**src/logo_key_defs.svh**
```systemverilog
`ifndef LOGO_KEY_DEFS_SVH
`define LOGO_KEY_DEFS_SVH

// ------------------------------
// raster counters
// ------------------------------
`define LK_X_W        12  // pixel counter
`define LK_Y_W        11  // line counter

// ------------------------------
// video and logo data
// ------------------------------
`define LK_SAMPLE_W   10  // one sdi sample, two per word
`define LK_BYTE_W     8   // logo byte and key

// logo ring, refilled one half at a time
`define LK_BUF_DEPTH  96
`define LK_HALF       48  // also the burst length of the logo memory

// register port
`define LK_REG_W      16
`define LK_REG_ADDR_W 4

`define LK_PIPE       2   // keying latency in clocks

`endif
```
**src/logo_key_pkg.sv**
```systemverilog
`include "logo_key_defs.svh"

package logo_key_pkg;

  // one logo pixel as it comes from logo memory
  typedef struct packed {
    logic [`LK_BYTE_W-1:0] hi;   // blended into the high sample
    logic [`LK_BYTE_W-1:0] lo;   // blended into the low sample
    logic [`LK_BYTE_W-1:0] key;  // alpha, 0 keeps the video
  } logo_pixel_t;

  typedef struct packed {
    logic [`LK_X_W-1:0] x;
    logic [`LK_Y_W-1:0] y;
  } raster_pos_t;

  // window corners, end values are exclusive
  typedef struct packed {
    logic [`LK_X_W-1:0] x_start;
    logic [`LK_Y_W-1:0] y_start;
    logic [`LK_X_W-1:0] x_end;
    logic [`LK_Y_W-1:0] y_end;
  } window_t;

  typedef struct packed {
    logic [`LK_SAMPLE_W-1:0] hi;
    logic [`LK_SAMPLE_W-1:0] lo;
  } video_word_t;

  // bit 0 is h, as on the receiver pins
  typedef struct packed {
    logic f;
    logic v;
    logic h;
  } hvf_t;

  typedef enum logic [`LK_REG_ADDR_W-1:0] {
    REG_MODE    = 4'd0,
    REG_X_START = 4'd1,
    REG_Y_START = 4'd2,
    REG_X_END   = 4'd3,
    REG_Y_END   = 4'd4
  } reg_addr_e;

  typedef enum logic [2:0] {
    FS_IDLE,
    FS_FILL_FIRST,   // restart burst into half 0
    FS_FILL_SECOND,  // continue burst into half 1
    FS_REFILL        // continue burst during keying
  } fetch_state_e;

endpackage

```
**src/logo_key.sv**
```systemverilog
`timescale 1ns/1ps
`include "logo_key_defs.svh"

module logo_key (
  input  logic                      Pclk_Rx,
  input  logic                      reset_n,
  input  logo_key_pkg::video_word_t rx_data,
  input  logo_key_pkg::hvf_t        rx_hvf,
  input  logic                      reg_wr,
  input  logo_key_pkg::reg_addr_e   reg_addr,
  input  logic [`LK_REG_W-1:0]      reg_data,
  input  logic                      mem_valid,
  input  logo_key_pkg::logo_pixel_t mem_pixel,
  output logo_key_pkg::video_word_t tx_data,
  output logo_key_pkg::hvf_t        tx_hvf,
  output logic                      fetch_req,
  output logic                      fetch_restart
);

  import logo_key_pkg::*;

  window_t     window;
  logo_pixel_t logo_pixel;
  logic        frame_start;
  logic        in_window;
  logic        key_enable;
  logic        key_on;
  logic        refill_need;

  // ------------------------------
  // timing and registers
  // ------------------------------
  raster_counter u_raster_counter (
    .Pclk_Rx     (Pclk_Rx),
    .reset_n     (reset_n),
    .rx_hvf      (rx_hvf),
    .window      (window),
    .pos         (),
    .frame_start (frame_start),
    .in_window   (in_window)
  );

  key_regs u_key_regs (
    .Pclk_Rx     (Pclk_Rx),
    .reset_n     (reset_n),
    .reg_wr      (reg_wr),
    .reg_addr    (reg_addr),
    .reg_data    (reg_data),
    .frame_start (frame_start),
    .window      (window),
    .key_enable  (key_enable)
  );

  // ------------------------------
  // logo path
  // ------------------------------
  logo_fetch_fsm u_logo_fetch_fsm (
    .Pclk_Rx       (Pclk_Rx),
    .reset_n       (reset_n),
    .frame_start   (frame_start),
    .refill_need   (refill_need),
    .mem_valid     (mem_valid),
    .fetch_req     (fetch_req),
    .fetch_restart (fetch_restart)
  );

  logo_buffer u_logo_buffer (
    .Pclk_Rx     (Pclk_Rx),
    .reset_n     (reset_n),
    .frame_start (frame_start),
    .in_window   (in_window),
    .mem_valid   (mem_valid),
    .mem_pixel   (mem_pixel),
    .logo_pixel  (logo_pixel),
    .refill_need (refill_need)
  );

  assign key_on = in_window && key_enable;

  video_keyer u_video_keyer (
    .Pclk_Rx    (Pclk_Rx),
    .reset_n    (reset_n),
    .rx_data    (rx_data),
    .rx_hvf     (rx_hvf),
    .logo_pixel (logo_pixel),
    .key_on     (key_on),
    .tx_data    (tx_data),
    .tx_hvf     (tx_hvf)
  );

endmodule

```
**src/video_keyer.sv**
```systemverilog
`timescale 1ns/1ps
`include "logo_key_defs.svh"

module video_keyer (
  input  logic                      Pclk_Rx,
  input  logic                      reset_n,
  input  logo_key_pkg::video_word_t rx_data,
  input  logo_key_pkg::hvf_t        rx_hvf,
  input  logo_key_pkg::logo_pixel_t logo_pixel,
  input  logic                      key_on,
  output logo_key_pkg::video_word_t tx_data,
  output logo_key_pkg::hvf_t        tx_hvf
);

  import logo_key_pkg::*;

  video_word_t s1_video;
  logo_pixel_t s1_logo;
  logic        s1_key_on;
  hvf_t        s1_hvf;

  // (fg * key + bg * (256 - key)) / 256
  function automatic logic [`LK_BYTE_W-1:0] blend8(input logic [7:0] fg,
                                                   input logic [7:0] bg,
                                                   input logic [7:0] key);
    logic [16:0] fg_term;
    logic [16:0] bg_term;
    logic [16:0] acc;
    fg_term = {9'd0, fg} * {9'd0, key};
    bg_term = {9'd0, bg} * (17'd256 - {9'd0, key});
    acc = fg_term + bg_term;
    return acc[15:8];
  endfunction

  always_ff @(posedge Pclk_Rx or negedge reset_n)
  begin
    if (!reset_n)
    begin
      s1_video  <= '0;
      s1_key_on <= 1'b0;
      s1_hvf    <= '0;
      tx_data   <= '0;
      tx_hvf    <= '0;
    end
    else
    begin
      // stage 1
      s1_video  <= rx_data;
      s1_key_on <= key_on;
      s1_hvf    <= rx_hvf;
      // stage 2, only the upper byte of each sample enters the blend
      if (s1_key_on)
      begin
        tx_data.hi <= {blend8(s1_logo.hi, s1_video.hi[9:2], s1_logo.key), 2'b11};
        tx_data.lo <= {blend8(s1_logo.lo, s1_video.lo[9:2], s1_logo.key), 2'b11};
      end
      else
        tx_data <= s1_video;
      tx_hvf <= s1_hvf;
    end
  end

  always_ff @(posedge Pclk_Rx)
  begin
    s1_logo <= logo_pixel;
  end

endmodule

```
**src/logo_buffer.sv**
```systemverilog
`timescale 1ns/1ps
`include "logo_key_defs.svh"

module logo_buffer (
  input  logic                      Pclk_Rx,
  input  logic                      reset_n,
  input  logic                      frame_start,
  input  logic                      in_window,
  input  logic                      mem_valid,
  input  logo_key_pkg::logo_pixel_t mem_pixel,
  output logo_key_pkg::logo_pixel_t logo_pixel,
  output logic                      refill_need
);

  import logo_key_pkg::*;

  localparam int PTR_W = $clog2(`LK_BUF_DEPTH);
  localparam logic [PTR_W-1:0] LAST = PTR_W'(`LK_BUF_DEPTH - 1);
  localparam logic [PTR_W-1:0] HALF_LAST = PTR_W'(`LK_HALF - 1);

  logo_pixel_t      ring [`LK_BUF_DEPTH];
  logic [PTR_W-1:0] wr_ptr;
  logic [PTR_W-1:0] rd_ptr;

  always_ff @(posedge Pclk_Rx)
  begin
    if (mem_valid)
      ring[wr_ptr] <= mem_pixel;
  end

  assign logo_pixel = ring[rd_ptr];  // pixel for the current window clock

  // ------------------------------
  // pointers
  // ------------------------------
  always_ff @(posedge Pclk_Rx or negedge reset_n)
  begin
    if (!reset_n)
    begin
      wr_ptr      <= '0;
      rd_ptr      <= '0;
      refill_need <= 1'b0;
    end
    else if (frame_start)
    begin
      wr_ptr      <= '0;
      rd_ptr      <= '0;
      refill_need <= 1'b0;
    end
    else
    begin
      if (mem_valid)
        wr_ptr <= (wr_ptr == LAST) ? '0 : wr_ptr + 1'b1;
      if (in_window)
        rd_ptr <= (rd_ptr == LAST) ? '0 : rd_ptr + 1'b1;
      // the half just left may be overwritten now
      refill_need <= in_window && (rd_ptr == HALF_LAST || rd_ptr == LAST);
    end
  end

endmodule

```
**src/logo_fetch_fsm.sv**
```systemverilog
`timescale 1ns/1ps
`include "logo_key_defs.svh"

module logo_fetch_fsm (
  input  logic Pclk_Rx,
  input  logic reset_n,
  input  logic frame_start,
  input  logic refill_need,
  input  logic mem_valid,
  output logic fetch_req,
  output logic fetch_restart
);

  import logo_key_pkg::*;

  fetch_state_e state;
  logic [5:0]   word_cnt;    // words returned in the current burst
  logic         pending;     // refill asked while a burst was running
  logic         burst_done;

  assign burst_done = mem_valid && (word_cnt == 6'(`LK_HALF - 1));

  always_ff @(posedge Pclk_Rx or negedge reset_n)
  begin
    if (!reset_n)
    begin
      state         <= FS_IDLE;
      word_cnt      <= '0;
      pending       <= 1'b0;
      fetch_req     <= 1'b0;
      fetch_restart <= 1'b0;
    end
    else
    begin
      fetch_req     <= 1'b0;  // both are single clock pulses
      fetch_restart <= 1'b0;
      if (frame_start)
      begin
        // new frame, logo starts again at word 0
        state         <= FS_FILL_FIRST;
        word_cnt      <= '0;
        pending       <= 1'b0;
        fetch_req     <= 1'b1;
        fetch_restart <= 1'b1;
      end
      else
      begin
        if (mem_valid)
          word_cnt <= burst_done ? '0 : word_cnt + 1'b1;
        case (state)
          FS_IDLE:
            if (refill_need)
            begin
              fetch_req <= 1'b1;
              state     <= FS_REFILL;
            end
          FS_FILL_FIRST:
          begin
            if (refill_need)
              pending <= 1'b1;
            if (burst_done)
            begin
              fetch_req <= 1'b1;  // half 1 follows straight away
              state     <= FS_FILL_SECOND;
            end
          end
          default: // second fill or refill running
            if (burst_done)
            begin
              if (pending || refill_need)
              begin
                fetch_req <= 1'b1;
                pending   <= 1'b0;
                state     <= FS_REFILL;
              end
              else
                state <= FS_IDLE;
            end
            else if (refill_need)
              pending <= 1'b1;
        endcase
      end
    end
  end

  // the memory answers requests only
  a_no_data_idle: assert property (@(posedge Pclk_Rx) disable iff (!reset_n)
    mem_valid |-> state != FS_IDLE);

  // the read side cannot cross two halves within one burst
  a_no_double_refill: assert property (@(posedge Pclk_Rx) disable iff (!reset_n)
    refill_need |-> !pending);

endmodule

```
**src/key_regs.sv**
```systemverilog
`timescale 1ns/1ps
`include "logo_key_defs.svh"

module key_regs (
  input  logic                    Pclk_Rx,
  input  logic                    reset_n,
  input  logic                    reg_wr,
  input  logo_key_pkg::reg_addr_e reg_addr,
  input  logic [`LK_REG_W-1:0]    reg_data,
  input  logic                    frame_start,
  output logo_key_pkg::window_t   window,
  output logic                    key_enable
);

  import logo_key_pkg::*;

  window_t win_pend;  // written by the cpu at any time
  logic    en_pend;

  always_ff @(posedge Pclk_Rx or negedge reset_n)
  begin
    if (!reset_n)
    begin
      win_pend <= '0;
      en_pend  <= 1'b0;
    end
    else if (reg_wr)
    begin
      case (reg_addr)
        REG_MODE:    en_pend          <= reg_data[0];
        REG_X_START: win_pend.x_start <= reg_data[`LK_X_W-1:0];
        REG_Y_START: win_pend.y_start <= reg_data[`LK_Y_W-1:0];
        REG_X_END:   win_pend.x_end   <= reg_data[`LK_X_W-1:0];
        REG_Y_END:   win_pend.y_end   <= reg_data[`LK_Y_W-1:0];
        default: ;  // unknown address, nothing to write
      endcase
    end
  end

  // ------------------------------
  // active copy, moves only between frames
  // ------------------------------
  always_ff @(posedge Pclk_Rx or negedge reset_n)
  begin
    if (!reset_n)
    begin
      window     <= '0;  // empty window
      key_enable <= 1'b0;
    end
    else if (frame_start)
    begin
      window     <= win_pend;
      key_enable <= en_pend;
    end
  end

  a_reg_wr_known: assert property (@(posedge Pclk_Rx) disable iff (!reset_n)
    !$isunknown(reg_wr));

endmodule

```
**src/raster_counter.sv**
```systemverilog
`timescale 1ns/1ps
`include "logo_key_defs.svh"

module raster_counter (
  input  logic                      Pclk_Rx,
  input  logic                      reset_n,
  input  logo_key_pkg::hvf_t        rx_hvf,
  input  logo_key_pkg::window_t     window,
  output logo_key_pkg::raster_pos_t pos,
  output logic                      frame_start,
  output logic                      in_window
);

  logic [`LK_X_W-1:0] x_cnt;
  logic [`LK_Y_W-1:0] y_cnt;
  logic               h_d;  // h one clock back
  logic               v_d;
  logic               x_hit;
  logic               y_hit;

  // ------------------------------
  // position counters
  // ------------------------------
  always_ff @(posedge Pclk_Rx or negedge reset_n)
  begin
    if (!reset_n)
    begin
      x_cnt <= '0;
      y_cnt <= '0;
      h_d   <= 1'b0;
      v_d   <= 1'b0;
    end
    else
    begin
      h_d <= rx_hvf.h;
      v_d <= rx_hvf.v;
      // x reads 0 on the first active clock of the line
      if (rx_hvf.h)
        x_cnt <= '0;
      else
        x_cnt <= x_cnt + 1'b1;
      if (rx_hvf.h && !h_d)  // start of horizontal blanking
      begin
        if (rx_hvf.v)
          y_cnt <= '0;  // lines inside vertical blanking restart at 0
        else
          y_cnt <= y_cnt + 1'b1;
      end
    end
  end

  assign pos.x = x_cnt;
  assign pos.y = y_cnt;

  // first active clock after vertical blanking
  assign frame_start = v_d && !rx_hvf.v;

  // ------------------------------
  // window check
  // ------------------------------
  assign x_hit = (x_cnt >= window.x_start) && (x_cnt < window.x_end);
  assign y_hit = (y_cnt >= window.y_start) && (y_cnt < window.y_end);

  assign in_window = !rx_hvf.h && !rx_hvf.v && x_hit && y_hit;

endmodule

```
**config.mk**
```make
export PLATFORM = sky130hd
export DESIGN_NAME = logo_key
export DESIGN_NICKNAME = d
export VERILOG_FILES = /design/src/logo_key_pkg.sv /design/src/logo_key.sv /design/src/video_keyer.sv /design/src/logo_buffer.sv /design/src/logo_fetch_fsm.sv /design/src/key_regs.sv /design/src/raster_counter.sv
export VERILOG_INCLUDE_DIRS = /design/src
export SDC_FILE = /design/constraint.sdc
export NUM_CORES = 2
export LEC_CHECK = 0
export BUFFER_PORTS_ARGS = -buffer_cell sky130_fd_sc_hd__clkbuf_2
export CAP_MARGIN = 40
export CORE_UTILIZATION = 35
export DETAILED_ROUTE_END_ITERATION = 8
export PLACE_DENSITY = 0.59
export RECOVER_POWER = 50
export SKIP_LAST_GASP = 1
export SYNTH_ARGS = -nofsm -noshare
export SYNTH_HDL_FRONTEND = slang
export SYNTH_SLANG_ARGS = --single-unit
```
**constraint.sdc**
```tcl
create_clock -name Pclk_Rx -period 21.7 [get_ports Pclk_Rx]
set_input_delay 1.085 -clock Pclk_Rx [delete_from_list [all_inputs] [get_ports Pclk_Rx]]
set_output_delay 1.085 -clock Pclk_Rx [all_outputs]
set_load 0.02 [all_outputs]
```
==> reports/metrics.cfg <==
[synthesis]
netlist_area_mm2 = 0.105
yosys_warnings = 0
synth_edf_count = 2304
avgSynthCellArea_um2 = 20.3
ys_seq_elements = 2518
synth_cell_type_count = 61
ys.flop_type = edfxtp_1
syn_inst = 5187
netlist.top_cell.by_area = edfxtp_1
postSynth.asyncResetShare = 0.0755
synthTopCellsByArea = edfxtp_1 (66%), mux4_2 (16%), dfrtp_1 (4.5%), fa_1 (3.8%), ha_1 (2.0%)
syn-num-nets = 5626
seq_area_frac_synth = 0.707
synth_top_area_share = 0.658

[power]
p_per_area_mw_per_mm2 = 104
ir_worst_vdd_uv = 155
seq_power_share = 0.435
pwr-share-comb = 0.236
p_leak_nw = 38.8
sw_frac_of_total = 0.284
clockPowerShare = 0.329
power.net_switching_w = 0.00354
internal_power_w = 0.00895

[global_route]
antenna_found_initial = 29
use_met2 = 0.272
track_usage = 0.169
overflow = 0
grt_busiest_layer = met2
grt_pass1_wl_um = 369000
grt.met3_usage = 0.0412
met1_usage = 0.230
grt_pass1_vias = 52400
grt_max_degree = 119

[min_path]
hp-start = rx_data[1]
holdPathEnd = u_video_keyer.s1_video[1]$_DFF_PN0_
holdPathStages = 1
hold_path.class = input pin to flop

[critical_path]
cp_data_arrival_time_ns = 8.12
r2r_setup_slack_ns = 14.22
worst_r2r_path_depth = 25
crit_type = flop to flop
startpoint_type = flop
critPathRequiredTime_ns = 22.34
endpoint_kind = flop
worstReg2RegEnd = u_video_keyer.tx_data[19]$_DFF_PN0_
cp_max_fo = 19
r2r_start = u_video_keyer.s1_logo[1]$_DFF_P_

[die]
dieArea_mm2 = 0.303
die_y_um = 550
start_util = 0.353
ioPinCount = 96
coreArea_mm2 = 0.298
dieWidth_um = 550
num_rows = 200

[clock_tree]
clk-insertion-delay-late_ns = 0.90
cts_hold_repair.buffers = 0
path_clk_slew_ns = 0.06
h-tree-depth = 4
tritoncts = done
postCtsSetupBuffers = 0
cts-root-buf = clkbuf_16
clk_path_buf_depth = 4
clock_sinks = 2518
cts_resized = 0
cts-buffers-inserted = 247

[routing]
routed-via-count = 50200
ant_nets = 0
wirelength_um = 255000
post_drt_wl_per_cell_um = 26.6
viasPerCell = 5.23
drc = 0
drt-initial-drc-count = 5106
drtPass1Iterations = 5

[timing]
fin_crit_sh = 0.345
rsz0062_at_grt = false
fin_setup_tns_ns = 0
timing.fmax_mhz = 134
fin_crit_ns = 7.48
tightest_slew_ns = 4.24
setup_viol = 0
maxSlewHeadroom = -1.82
slew_violations = 2283
fin_skew_ns = 0.0912
setup_ws_ns = 14.22
hold_viol = 0

[finish]
syn_to_final_growth_pct = 14.6
layout_common_cells = edfxtp_1 (2304), mux4_2 (740), inv_1 (315), clkbuf_16 (247), nand2_1 (228)
layout.nets = 5902
final_common_cell = edfxtp_1
drive_gt1_frac = 0.259

[placement]
dpl_worst_slack_ns = 14.27
gp_congestion = 0.771
portBuffers = 91
hpwl_um = 160000

[run_status]
violations = max-capacitance violations, max-slew violations
outcome = finished, violations left

[run]
drv_cap = 41

[power by group through the flow]
| stage | logic (W) | clock network, W | registers [W] |
|---|---|---|---|
| 2_1_floorplan | 0.00213 | 0 | 0.00550 |
| 3_3_place_gp | 0.00292 | 0 | 0.00553 |
| 3_5_place_dp | 0.00299 | 0 | 0.00553 |
| 4_1_cts | 0.00302 | 0.00420 | 0.00543 |
| 5_1_grt | 0.00341 | 0.00437 | 0.00544 |
| 6_report | 0.00294 | 0.00411 | 0.00544 |
[registers in the layout, indices dropped and copies added (netlist names), 6 cells and up]
name                       count
u_key_regs.window             46
u_logo_buffer.ring          2304
u_raster_counter.x_cnt        12
u_video_keyer.tx_data         20
u_raster_counter.y_cnt        11
u_logo_buffer.rd_ptr           7
u_logo_buffer.wr_ptr           7
u_video_keyer.s1_logo         24
u_logo_fetch_fsm.word_cnt      6
u_video_keyer.s1_video        20
u_key_regs.win_pend           46
[routing by layer]
metal  up-vias  wire length, um
met5         -               18
met4         2             6030
met3       319            20500
met2      1624           122000
met1     27200           106000
li1      21100                -
[per-stage QoR]
step / std cells / util / power, W / hold slack (ns) / instance area, um2
3_3_place_gp: 9045 / 0.372 / 0.00845 / 0.344 / 111000
2_1_floorplan: 5187 / - / 0.00763 / 0.331 / 105000
4_1_cts: 9590 / 0.407 / 0.0126 / 0.183 / 121000
5_1_grt: 9594 / 0.405 / 0.0132 / 0.271 / 121000
3_5_place_dp: 9150 / 0.381 / 0.00852 / 0.352 / 113000
6_report: 9602 / 0.405 / 0.0125 / 0.338 / 121000
[area by class of cell]
cell class | instances | area (um2)
antenna | 9 | 22.5
clock buffer | 312 | 6460
clock inverter | 128 | 1180
fill | 26200 | 177000
inverter | 317 | 1190
multi-input combinational | 2102 | 29200
sequential | 2518 | 74400
tap | 3939 | 4930
timing repair buffer | 277 | 3200
[critical path, cell delays in order, from the launching register on]
cell	delay, ns
dfxtp_1	0.82
inv_1	0.10
ha_1	0.23
nor3b_1	0.18
nand2_1	0.18
xor2_1	0.15
buf_4	0.26
nand2_1	0.10
fa_1	0.48
fa_1	0.51
inv_1	0.06
fa_1	0.55
fa_1	0.45
fa_1	0.51
inv_1	0.06
fa_1	0.50
inv_1	0.05
ha_1	0.25
o21ai_0	0.08
a22oi_1	0.50
nand3_1	0.24
a41oi_1	0.35
a21oi_1	0.14
xnor2_1	0.23
mux2i_1	0.22
a21oi_1	0.09
[kinds of logic (layout without fill, tap and decap cells)]
family,Yosys count,after routing,share of synthesized area
compound gates,176,176,0.00967
other cells,0,9,0
buf+inv,567,1034,0.0216
xor+xnor,49,49,0.00408
fa+ha+maj,368,368,0.0582
mux,839,839,0.169
flops,2518,2518,0.707
simple gates,670,670,0.0304
[worst max path at each step]
stage / from / end / slack [ns] / depth (start not counted)
CTS: u_video_keyer.s1_logo[1]$_DFF_P_ / u_video_keyer.tx_data[19]$_DFF_PN0_ / 14.19 / 25
global route: u_video_keyer.s1_logo[1]$_DFF_P_ / u_video_keyer.tx_data[19]$_DFF_PN0_ / 13.63 / 25
floorplan: u_video_keyer.s1_logo[0]$_DFF_P_ / u_video_keyer.tx_data[9]$_DFF_PN0_ / 14.86 / 27
finish: u_video_keyer.s1_logo[1]$_DFF_P_ / u_video_keyer.tx_data[19]$_DFF_PN0_ / 14.22 / 25
detailed placement: u_video_keyer.s1_logo[1]$_DFF_P_ / u_video_keyer.tx_data[19]$_DFF_PN0_ / 14.27 / 25
global placement: u_video_keyer.s1_logo[1]$_DFF_P_ / u_video_keyer.tx_data[19]$_DFF_PN0_ / 14.05 / 22
[cell usage after synthesis, drive strengths merged, types with 5 or more instances]
library cell,instances
nand4,13
inv,316
fa,202
nor3,16
nand2b,12
o21ai,71
nor2b,17
clkbuf,139
buf,111
nand3,25
edfxtp,2304
ha,166
nor2,163
dfrtp,190
mux2,65
dfxtp,24
nand2,229
o21a,6
and2,151
or3,11
a211oi,7
or2,5
and3,10
mux2i,34
mux4,740
xnor2,25
xor2,24
o211ai,5
a21oi,60
No activity file was read; power rests on OpenSTA's default activity.
